### config.mk
export PLATFORM = sky130hd
export DESIGN_NAME = cache_bank
export DESIGN_NICKNAME = d
export VERILOG_FILES = /design/src/hw/cache_pkg.sv /design/src/hw/cache_lookup_if.sv /design/src/hw/cache_tag_array.sv /design/src/hw/cache_data_array.sv /design/src/hw/cache_bank_ctrl.sv /design/src/hw/cache_bank.sv
export SDC_FILE = /design/constraint.sdc
export NUM_CORES = 2
export LEC_CHECK = 0
export CORE_UTILIZATION = 40
export CTS_CLUSTER_DIAMETER = 150
export DETAILED_ROUTE_END_ITERATION = 12
export DONT_BUFFER_PORTS = 1
export SYNTH_ARGS = -nofsm -noshare
export SYNTH_HDL_FRONTEND = slang
export SYNTH_SLANG_ARGS = --single-unit
### constraint.sdc
create_clock -name clk -period 18.3 [get_ports clk]
set_clock_uncertainty 0.2 [all_clocks]
set_input_delay 2.745 -clock clk [delete_from_list [all_inputs] [get_ports clk]]
set_output_delay 2.745 -clock clk [all_outputs]
set_load 0.03 [all_outputs]
### src/hw/cache_pkg.sv
package cache_pkg;

  // Bank geometry
  localparam int LINE_BYTES = 16;
  localparam int NUM_SETS   = 4;
  localparam int NUM_WAYS   = 4;
  localparam int NUM_LINES  = NUM_SETS * NUM_WAYS;

  // Physical address split, tag | index | offset
  localparam int PADDR_W  = 15;
  localparam int OFFSET_W = 4;
  localparam int INDEX_W  = 2;
  localparam int TAG_W    = PADDR_W - INDEX_W - OFFSET_W;

  localparam int REQ_ID_W = 7;
  localparam int WAY_W    = 2;
  localparam int AGE_W    = 2;

  // Age of the line to be replaced next
  localparam int AGE_OLDEST = NUM_WAYS - 1;

  typedef logic [LINE_BYTES*8-1:0] line_t;
  typedef logic [LINE_BYTES-1:0]   byte_mask_t;
  typedef logic [PADDR_W-1:0]      paddr_t;
  typedef logic [TAG_W-1:0]        tag_t;
  typedef logic [INDEX_W-1:0]      index_t;
  typedef logic [WAY_W-1:0]        way_t;
  typedef logic [REQ_ID_W-1:0]     req_id_t;

  // 0 is most recently used, 3 is least
  typedef logic [AGE_W-1:0]        age_t;

  function automatic tag_t addr_tag(paddr_t addr);
    return addr[PADDR_W-1 -: TAG_W];
  endfunction

  function automatic index_t addr_index(paddr_t addr);
    return addr[OFFSET_W +: INDEX_W];
  endfunction

  // Line address with the offset cleared
  function automatic paddr_t line_addr(tag_t tag, index_t index);
    return {tag, index, {OFFSET_W{1'b0}}};
  endfunction

endpackage

### src/hw/cache_lookup_if.sv
`timescale 1ns/1ps

interface cache_lookup_if;
  import cache_pkg::*;

  // Lookup key from the controller
  index_t index;
  tag_t   tag;

  // Tag/state write, also makes the way newest
  logic   upd_en;
  way_t   upd_way;
  tag_t   upd_tag;
  logic   upd_valid;
  logic   upd_dirty;

  // LRU touch only
  logic   touch_en;
  way_t   touch_way;

  // Combinational lookup results
  logic   hit;
  way_t   hit_way;
  way_t   victim_way;
  logic   victim_valid;
  logic   victim_dirty;
  tag_t   victim_tag;

  modport ctrl (
    output index, tag,
    output upd_en, upd_way, upd_tag, upd_valid, upd_dirty,
    output touch_en, touch_way,
    input  hit, hit_way, victim_way, victim_valid, victim_dirty, victim_tag
  );

  modport array (
    input  index, tag,
    input  upd_en, upd_way, upd_tag, upd_valid, upd_dirty,
    input  touch_en, touch_way,
    output hit, hit_way, victim_way, victim_valid, victim_dirty, victim_tag
  );

endinterface

### src/hw/cache_tag_array.sv
`timescale 1ns/1ps

module cache_tag_array (
  input logic          clk,
  input logic          rst_n,
  cache_lookup_if.array lookup
);
  import cache_pkg::*;

  tag_t tag_q   [NUM_SETS][NUM_WAYS];
  logic valid_q [NUM_SETS][NUM_WAYS];
  logic dirty_q [NUM_SETS][NUM_WAYS];
  age_t age_q   [NUM_SETS][NUM_WAYS];

  logic [NUM_WAYS-1:0] match;
  logic                inv_found;
  way_t                inv_way;
  way_t                old_way;
  logic                touch_any;
  way_t                touch_sel;
  age_t                touch_age;

  // Tag compare across the selected set
  always_comb begin
    lookup.hit_way = '0;
    for (int w = 0; w < NUM_WAYS; w++) begin
      match[w] = valid_q[lookup.index][w] && (tag_q[lookup.index][w] == lookup.tag);
      if (match[w]) begin
        lookup.hit_way = way_t'(w);
      end
    end
    lookup.hit = |match;
  end

  // Victim is the lowest invalid way, else the oldest one
  always_comb begin
    inv_found = 1'b0;
    inv_way   = '0;
    old_way   = '0;
    for (int w = NUM_WAYS - 1; w >= 0; w--) begin
      if (!valid_q[lookup.index][w]) begin
        inv_found = 1'b1;
        inv_way   = way_t'(w);
      end
      if (age_q[lookup.index][w] == age_t'(AGE_OLDEST)) begin
        old_way = way_t'(w);
      end
    end
    lookup.victim_way   = inv_found ? inv_way : old_way;
    lookup.victim_valid = valid_q[lookup.index][lookup.victim_way];
    lookup.victim_dirty = dirty_q[lookup.index][lookup.victim_way];
    lookup.victim_tag   = tag_q[lookup.index][lookup.victim_way];
  end

  // An update counts as a touch of the written way
  assign touch_any = lookup.upd_en | lookup.touch_en;
  assign touch_sel = lookup.upd_en ? lookup.upd_way : lookup.touch_way;
  assign touch_age = age_q[lookup.index][touch_sel];

  always_ff @(posedge clk) begin
    if (!rst_n) begin
      for (int s = 0; s < NUM_SETS; s++) begin
        for (int w = 0; w < NUM_WAYS; w++) begin
          valid_q[s][w] <= 1'b0;
          dirty_q[s][w] <= 1'b0;
          // Ages start as a permutation of the way numbers
          age_q[s][w]   <= age_t'(w);
        end
      end
    end else begin
      if (lookup.upd_en) begin
        valid_q[lookup.index][lookup.upd_way] <= lookup.upd_valid;
        dirty_q[lookup.index][lookup.upd_way] <= lookup.upd_dirty;
      end
      if (touch_any) begin
        for (int w = 0; w < NUM_WAYS; w++) begin
          if (way_t'(w) == touch_sel) begin
            age_q[lookup.index][w] <= '0;
          end else if (age_q[lookup.index][w] < touch_age) begin
            age_q[lookup.index][w] <= age_q[lookup.index][w] + 1'b1;
          end
        end
      end
    end
  end

  // Tags only change together with the state above
  always_ff @(posedge clk) begin
    if (lookup.upd_en) begin
      tag_q[lookup.index][lookup.upd_way] <= lookup.upd_tag;
    end
  end

  // A fill to a resident line must reuse its way
  a_single_match: assert property (@(posedge clk) disable iff (!rst_n) $onehot0(match));

endmodule

### src/hw/cache_data_array.sv
`timescale 1ns/1ps

module cache_data_array (
  input  logic                 clk,
  input  cache_pkg::index_t    rd_index,
  input  cache_pkg::way_t      rd_way,
  output cache_pkg::line_t     rd_line,
  input  logic                 wr_en,
  input  cache_pkg::index_t    wr_index,
  input  cache_pkg::way_t      wr_way,
  input  cache_pkg::byte_mask_t wr_mask,
  input  cache_pkg::line_t     wr_line
);
  import cache_pkg::*;

  // One entry per set and way, set in the upper bits
  line_t mem [NUM_LINES];

  logic [INDEX_W+WAY_W-1:0] rd_ptr;
  logic [INDEX_W+WAY_W-1:0] wr_ptr;

  assign rd_ptr = {rd_index, rd_way};
  assign wr_ptr = {wr_index, wr_way};

  // Old contents are visible until the edge
  assign rd_line = mem[rd_ptr];

  always_ff @(posedge clk) begin
    if (wr_en) begin
      for (int b = 0; b < LINE_BYTES; b++) begin
        if (wr_mask[b]) begin
          mem[wr_ptr][b*8 +: 8] <= wr_line[b*8 +: 8];
        end
      end
    end
  end

endmodule

### src/hw/cache_bank_ctrl.sv
`timescale 1ns/1ps

module cache_bank_ctrl (
  input  logic                  clk,
  input  logic                  rst_n,
  // Address queue
  input  logic                  req_valid,
  input  logic                  req_write,
  input  cache_pkg::paddr_t     req_addr,
  input  cache_pkg::line_t      req_data,
  input  cache_pkg::byte_mask_t req_mask,
  input  cache_pkg::req_id_t    req_id,
  output logic                  aq_read,
  output logic                  cache_stall,
  output logic                  cache_miss,
  // Bus fill
  input  logic                  fill_valid,
  input  cache_pkg::paddr_t     fill_addr,
  input  cache_pkg::line_t      fill_data,
  // MSHR
  input  logic                  mshr_hit,
  input  logic                  mshr_full,
  output logic                  mshr_alloc,
  output logic                  mshr_dealloc,
  output cache_pkg::paddr_t     mshr_addr,
  output cache_pkg::req_id_t    mshr_id,
  // Serializers
  input  logic                  ser0_full,
  input  logic                  ser1_full,
  output logic                  rd_valid,
  output cache_pkg::paddr_t     rd_addr,
  output logic                  wb_valid,
  output cache_pkg::paddr_t     wb_addr,
  output cache_pkg::line_t      wb_data,
  output cache_pkg::byte_mask_t wb_mask,
  // Response
  output logic                  resp_valid,
  output logic                  resp_write,
  output cache_pkg::line_t      resp_data,
  output cache_pkg::req_id_t    resp_id,
  // Arrays
  cache_lookup_if.ctrl          lookup,
  output cache_pkg::index_t     rd_index,
  output cache_pkg::way_t       rd_way,
  input  cache_pkg::line_t      rd_line,
  output logic                  wr_en,
  output cache_pkg::index_t     wr_index,
  output cache_pkg::way_t       wr_way,
  output cache_pkg::byte_mask_t wr_mask,
  output cache_pkg::line_t      wr_line
);
  import cache_pkg::*;

  logic   fill_take;
  logic   fill_wb;
  way_t   fill_way;
  paddr_t lk_addr;
  logic   rd_miss_merge;
  logic   rd_miss_alloc;
  logic   wr_miss;
  logic   accept;
  logic   hit_acc;
  logic   miss_acc;
  paddr_t req_line;
  line_t  merged_line;

  // Fill wins the lookup port whenever port 0 can take a victim
  assign fill_take = fill_valid & ~ser0_full;
  assign lk_addr   = fill_take ? fill_addr : req_addr;

  assign lookup.index = addr_index(lk_addr);
  assign lookup.tag   = addr_tag(lk_addr);

  // A fill to a resident line rewrites it in place, no eviction
  assign fill_way = lookup.hit ? lookup.hit_way : lookup.victim_way;
  assign fill_wb  = fill_take & ~lookup.hit & lookup.victim_valid & lookup.victim_dirty;

  // Request classification, only meaningful without a fill
  assign rd_miss_merge = ~req_write & ~lookup.hit & mshr_hit;
  assign rd_miss_alloc = ~req_write & ~lookup.hit & ~mshr_hit & ~mshr_full & ~ser1_full;
  assign wr_miss       = req_write & ~lookup.hit & ~ser0_full;

  assign accept   = req_valid & ~fill_take &
                    (lookup.hit | rd_miss_merge | rd_miss_alloc | wr_miss);
  assign hit_acc  = accept & lookup.hit;
  assign miss_acc = accept & ~lookup.hit;

  assign aq_read     = accept;
  assign cache_stall = req_valid & ~accept;
  assign cache_miss  = miss_acc;

  assign req_line = line_addr(addr_tag(req_addr), addr_index(req_addr));

  assign mshr_alloc   = miss_acc & ~req_write & ~mshr_hit;
  assign mshr_dealloc = fill_take;
  assign mshr_addr    = fill_take ? fill_addr : req_line;
  assign mshr_id      = req_id;

  assign rd_valid = mshr_alloc;
  assign rd_addr  = req_line;

  // Port 0 carries either the dirty victim or a write miss
  assign wb_valid = fill_wb | (miss_acc & req_write);
  assign wb_addr  = fill_take ? line_addr(lookup.victim_tag, lookup.index) : req_line;
  assign wb_data  = fill_take ? rd_line : req_data;
  assign wb_mask  = fill_take ? '1 : req_mask;

  // Tag state, write hits mark the line dirty
  assign lookup.upd_en    = fill_take | (hit_acc & req_write);
  assign lookup.upd_way   = fill_take ? fill_way : lookup.hit_way;
  assign lookup.upd_tag   = lookup.tag;
  assign lookup.upd_valid = 1'b1;
  assign lookup.upd_dirty = ~fill_take;
  assign lookup.touch_en  = hit_acc & ~req_write;
  assign lookup.touch_way = lookup.hit_way;

  assign rd_index = lookup.index;
  assign rd_way   = fill_take ? fill_way : lookup.hit_way;

  assign wr_en    = lookup.upd_en;
  assign wr_index = lookup.index;
  assign wr_way   = lookup.upd_way;
  assign wr_mask  = fill_take ? '1 : req_mask;
  assign wr_line  = fill_take ? fill_data : req_data;

  // Line as it will read after this write
  always_comb begin
    for (int b = 0; b < LINE_BYTES; b++) begin
      if (req_write && req_mask[b]) begin
        merged_line[b*8 +: 8] = req_data[b*8 +: 8];
      end else begin
        merged_line[b*8 +: 8] = rd_line[b*8 +: 8];
      end
    end
  end

  always_ff @(posedge clk) begin
    if (!rst_n) begin
      resp_valid <= 1'b0;
      resp_write <= 1'b0;
    end else begin
      resp_valid <= hit_acc;
      resp_write <= hit_acc & req_write;
    end
  end

  always_ff @(posedge clk) begin
    if (hit_acc) begin
      resp_data <= merged_line;
      resp_id   <= req_id;
    end
  end

  // Outside blocks rely on these levels never being overrun
  a_mshr_room: assert property (@(posedge clk) disable iff (!rst_n) !(mshr_alloc && mshr_full));
  a_ser1_room: assert property (@(posedge clk) disable iff (!rst_n) !(rd_valid && ser1_full));
  a_ser0_room: assert property (@(posedge clk) disable iff (!rst_n) !(wb_valid && ser0_full));
  a_one_owner: assert property (@(posedge clk) disable iff (!rst_n) !(aq_read && fill_take));

endmodule

### src/hw/cache_bank.sv
`timescale 1ns/1ps

module cache_bank (
  input  logic                  clk,
  input  logic                  rst_n,
  input  logic                  req_valid,
  input  logic                  req_write,
  input  cache_pkg::paddr_t     req_addr,
  input  cache_pkg::line_t      req_data,
  input  cache_pkg::byte_mask_t req_mask,
  input  cache_pkg::req_id_t    req_id,
  input  logic                  fill_valid,
  input  cache_pkg::paddr_t     fill_addr,
  input  cache_pkg::line_t      fill_data,
  input  logic                  mshr_hit,
  input  logic                  mshr_full,
  input  logic                  ser0_full,
  input  logic                  ser1_full,
  output logic                  aq_read,
  output logic                  cache_stall,
  output logic                  cache_miss,
  output logic                  mshr_alloc,
  output logic                  mshr_dealloc,
  output cache_pkg::paddr_t     mshr_addr,
  output cache_pkg::req_id_t    mshr_id,
  output logic                  rd_valid,
  output cache_pkg::paddr_t     rd_addr,
  output logic                  wb_valid,
  output cache_pkg::paddr_t     wb_addr,
  output cache_pkg::line_t      wb_data,
  output cache_pkg::byte_mask_t wb_mask,
  output logic                  resp_valid,
  output logic                  resp_write,
  output cache_pkg::line_t      resp_data,
  output cache_pkg::req_id_t    resp_id
);
  import cache_pkg::*;

  index_t     rd_index;
  way_t       rd_way;
  line_t      rd_line;
  logic       wr_en;
  index_t     wr_index;
  way_t       wr_way;
  byte_mask_t wr_mask;
  line_t      wr_line;

  cache_lookup_if lookup ();

  cache_bank_ctrl i_ctrl (
    .clk          (clk),
    .rst_n        (rst_n),
    .req_valid    (req_valid),
    .req_write    (req_write),
    .req_addr     (req_addr),
    .req_data     (req_data),
    .req_mask     (req_mask),
    .req_id       (req_id),
    .aq_read      (aq_read),
    .cache_stall  (cache_stall),
    .cache_miss   (cache_miss),
    .fill_valid   (fill_valid),
    .fill_addr    (fill_addr),
    .fill_data    (fill_data),
    .mshr_hit     (mshr_hit),
    .mshr_full    (mshr_full),
    .mshr_alloc   (mshr_alloc),
    .mshr_dealloc (mshr_dealloc),
    .mshr_addr    (mshr_addr),
    .mshr_id      (mshr_id),
    .ser0_full    (ser0_full),
    .ser1_full    (ser1_full),
    .rd_valid     (rd_valid),
    .rd_addr      (rd_addr),
    .wb_valid     (wb_valid),
    .wb_addr      (wb_addr),
    .wb_data      (wb_data),
    .wb_mask      (wb_mask),
    .resp_valid   (resp_valid),
    .resp_write   (resp_write),
    .resp_data    (resp_data),
    .resp_id      (resp_id),
    .lookup       (lookup.ctrl),
    .rd_index     (rd_index),
    .rd_way       (rd_way),
    .rd_line      (rd_line),
    .wr_en        (wr_en),
    .wr_index     (wr_index),
    .wr_way       (wr_way),
    .wr_mask      (wr_mask),
    .wr_line      (wr_line)
  );

  cache_tag_array i_tags (
    .clk    (clk),
    .rst_n  (rst_n),
    .lookup (lookup.array)
  );

  cache_data_array i_data (
    .clk      (clk),
    .rd_index (rd_index),
    .rd_way   (rd_way),
    .rd_line  (rd_line),
    .wr_en    (wr_en),
    .wr_index (wr_index),
    .wr_way   (wr_way),
    .wr_mask  (wr_mask),
    .wr_line  (wr_line)
  );

endmodule

==> impl_metrics.json <==
{
  "synth_flop_cell": "edfxtp_1",
  "clkSlewWorstSetupHoldPaths_ns": 0.05,
  "hold_path.class": "flip-flop to flip-flop",
  "cts_resized": 0,
  "power_density_nw_per_um2": 108,
  "ys.warnings.count": 0,
  "min_delay_worst_endpoint": "i_tags.valid_q[3][3]",
  "switchingPower_mw": 2.77,
  "ctsLongestPathBuffers": 4,
  "crit_buf_inv": 7,
  "viasPerCell": 5.98,
  "tns_ns": 0,
  "synth.avg_cell_area_um2": 13.6,
  "post_cts_buffers": 0,
  "status": "completed",
  "drt_iter0_markers": 7412,
  "synth.area.top_cells": "edfxtp_1 71%, nand2_1 4.8%, mux2i_1 4.4%",
  "cts_root_buffer": "clkbuf_16",
  "min_delay_path_depth": 1,
  "fmax_mhz": 69.4,
  "p_seq_share_pct": 50.8,
  "synth.cell_area_um2": 101000,
  "fillers": 22100,
  "intPower_mw": 9.31,
  "tightest_slew_ns": 1.34,
  "synthCells": 7412,
  "numCtsBuffers": 274,
  "clock_latency_ns": 0.95,
  "hold_slack_ns": 0.263,
  "initial_core_util_pct": 40.2,
  "multi_input_comb_area_um2": 26800,
  "slew_headroom_pct": 10.0,
  "cpMaxStageDelayCell": "nor2_4",
  "drive_gt1_share_pct": 7.87,
  "htreeDepth": 5,
  "p_leak_nw": 38.4,
  "seq_area_frac_synth_pct": 71.0,
  "globalRouteTotalUtil_pct": 23.7,
  "areaGrowthSynthToFinish_pct": 11.1,
  "grt_pass1_vias": 61600,
  "synth-seq-cells": 2393,
  "core-area_um2": 251000,
  "nNetsFinal": 7596,
  "reg2reg_to": "i_tags.age_q[1][1]",
  "grt_overflow": 0,
  "drv_cap": 0,
  "synthArstFlopShare_pct": 0,
  "numClockSinks": 2393,
  "hp-start": "i_tags.valid_q[3][3]",
  "drv_slew": 0,
  "setup_viol": 0,
  "grt_max_degree": 187,
  "period_share_pct": 78.8,
  "r2r_start": "i_tags.age_q[3][2]",
  "first_pass_iters": 6,
  "dieArea_um2": 254000,
  "ios": 658,
  "gp_routability_congestion": 0.836,
  "crit_path_max_fanout": 186,
  "crit_path_frequent_cell": "buf_4",
  "combPwrFrac_pct": 6.6,
  "cp-end-kind": "primary output",
  "final_util_pct": 44.6,
  "fp.dieH_um": 504,
  "synth_top_area_share_pct": 70.6,
  "wirelength_mm": 311,
  "die_x_um": 504,
  "start_kind": "input port",
  "synthDistinctLibCells": 94,
  "antenna_found_initial": 24,
  "register_area_um2": 71700,
  "num_vias": 64700,
  "crit_arrival_ns": 11.47,
  "grt_pass1_wl_mm": 439,
  "cts_hold_buf": 0,
  "cp_cell_sequence": "nand3b_1 > a21boi_4 > buf_4 > inv_8 > buf_4 > buf_4 > mux2i_1 > a221oi_1 > or4b_1 > a211o_1 > nand4_1 > buf_12 > nand2_8 > nor2_4 > buf_12 > buf_4 > a221oi_1 > a221o_1",
  "synth_area_leader_cell": "edfxtp_1",
  "postRouteAntennaNets": 0,
  "worst-setup-path-type": "input port to primary output",
  "cp.required_ns": 15.35,
  "synth_edf_count": 2374,
  "max_stage_delay_ns": 0.78,
  "placementRows": 184,
  "p_clk_share_pct": 42.6,
  "rsz0062_at_grt": "no",
  "crit_family": "buffers and inverters",
  "irDropWorstVdd_v": 0.0000994,
  "wl_per_cell_um": 28.8,
  "place_hpwl_mm": 189,
  "port_buffers": 0,
  "p_sw_share_pct": 23.0,
  "worst-r2r-cell-count": 18,
  "fin_crit_ns": 14.42,
  "rrSetupSlack_ns": 10.63,
  "route.detailed.drc": 0,
  "cts_tree": "yes",
  "hold_viol": 0
}
-- power groups by stage --
stage          combinational [mW]  clock, mW  sequential, mW
5_1_grt                     0.848       5.42            6.14
2_1_floorplan               0.511          0            6.25
4_1_cts                     0.796       5.21            6.14
3_5_place_dp                0.794          0            6.25
3_3_place_gp                0.777          0            6.25
6_report                    0.802       5.14            6.14
-- flip-flops by register name, indices dropped and copies added (netlist names) --
register and cells:
i_tags.age_q 32, i_ctrl.resp_id 7, i_data.mem 2048, i_tags.tag_q 144
i_ctrl.resp_write 1, i_ctrl.resp_data 128, i_tags.valid_q 16, i_tags.dirty_q 16
i_ctrl.resp_valid 1
-- per-stage QoR --
stage	area, um2	power, mW	cells	setup WS [ns]
finish	112000	12.1	10800	3.88
global route	112000	12.4	10800	3.67
CTS	112000	12.1	10800	3.89
detailed placement	104000	7.05	10300	3.90
global placement	104000	7.03	10300	3.87
floorplan	101000	6.76	7419	7.13
-- Yosys cell counts, types with 12 or more instances --
master,n
and3_1,282
a221oi_1,35
buf_1,21
a31oi_1,16
mux2i_1,444
o221a_2,37
clkbuf_1,316
a32oi_1,184
or3_1,20
edfxtp_1,2374
a221o_1,37
dfxtp_1,19
o21a_1,21
o211ai_1,64
nand3_1,193
a21oi_1,151
nor2_1,661
a22oi_1,34
o221ai_1,35
buf_2,114
nand4_1,41
inv_1,46
a32o_1,36
nand2b_1,54
mux2_2,12
a2111oi_0,136
a211oi_1,234
nand2_1,1284
buf_4,72
nor2b_1,48
o21ai_1,23
o21ai_0,107
or4_1,68
xnor2_1,35
-- kinds of logic (layout without fill, tap and decap cells) --
| group | Yosys count | in the layout | synth area share, % |
|---|---|---|---|
| AND/OR/NAND/NOR | 2698 | 2698 | 11.8 |
| flip-flops | 2393 | 2393 | 71.0 |
| AO/OA/AOI/OAI | 1223 | 1223 | 9.33 |
| buffers and inverters | 585 | 625 | 2.65 |
| multiplexers | 469 | 469 | 4.78 |
| XOR/XNOR | 35 | 35 | 0.304 |
| adder cells (fa/ha/maj) | 8 | 8 | 0.0992 |
| other | 1 | 16 | 0.00372 |
-- layout by cell type (no fill, tap or decap), types with 36 or more instances in the layout --
cell type     n
clkinv_1     72
buf_4        95
a32o_1       36
edfxtp_1   2374
nand2_1    1268
o21ai_0     107
a32oi_1     184
clkbuf_16   278
o221a_2      37
nand4_1      41
a211oi_1    234
nor2_1      656
nand2b_1     53
nand3_1     193
a21oi_1     150
inv_1        45
a2111oi_0   136
o211ai_1     64
nor2b_1      48
clkinv_2     36
and3_1      282
or4_1        68
a221o_1      37
mux2i_1     444
clkbuf_1     46
-- routing by layer --
metal | track usage [%] | wire length [um]
met5 | 0 | 71
met3 | 5.75 | 31000
met1 | 32.7 | 129000
met2 | 36.2 | 140000
met4 | 8.71 | 11100
-- worst reg2reg max path, cell delays in order (launching register included) --
cell and delay [ns]:
edfxtp_1 0.32, nand2_1 0.04, and3_1 0.20, a31oi_1 0.50
ha_1 0.32, nor2_1 0.07, o31ai_1 0.71, and2_2 0.28
buf_4 0.51, nand4_1 0.26, buf_12 0.32, nand2_8 0.62
buf_4 0.87, mux2_2 0.45, o21ai_0 0.62, ha_1 0.37
o21a_1 0.12, o32ai_1 0.51, nand2_1 0.11
-- worst max path at each step --
stage	startpoint	endpoint	depth (start not counted)
finish	ser0_full	wb_data[107]	18
CTS	ser0_full	wb_data[107]	18
global route	ser0_full	wb_data[107]	18
floorplan	ser0_full	wb_addr[8]	23
global placement	ser0_full	wb_data[107]	18
detailed placement	ser0_full	wb_data[107]	18
-- area by class of cell --
cell class | count | area share (%)
sequential | 2393 | 63.9
timing repair buffer | 106 | 0.833
inverter | 54 | 0.196
multi-input combinational | 4441 | 23.9
antenna | 8 | 0.0179
clock inverter | 137 | 0.965
clock buffer | 328 | 6.41
tap | 3348 | 3.74
Note: power is estimated with default switching activity, not from simulation.
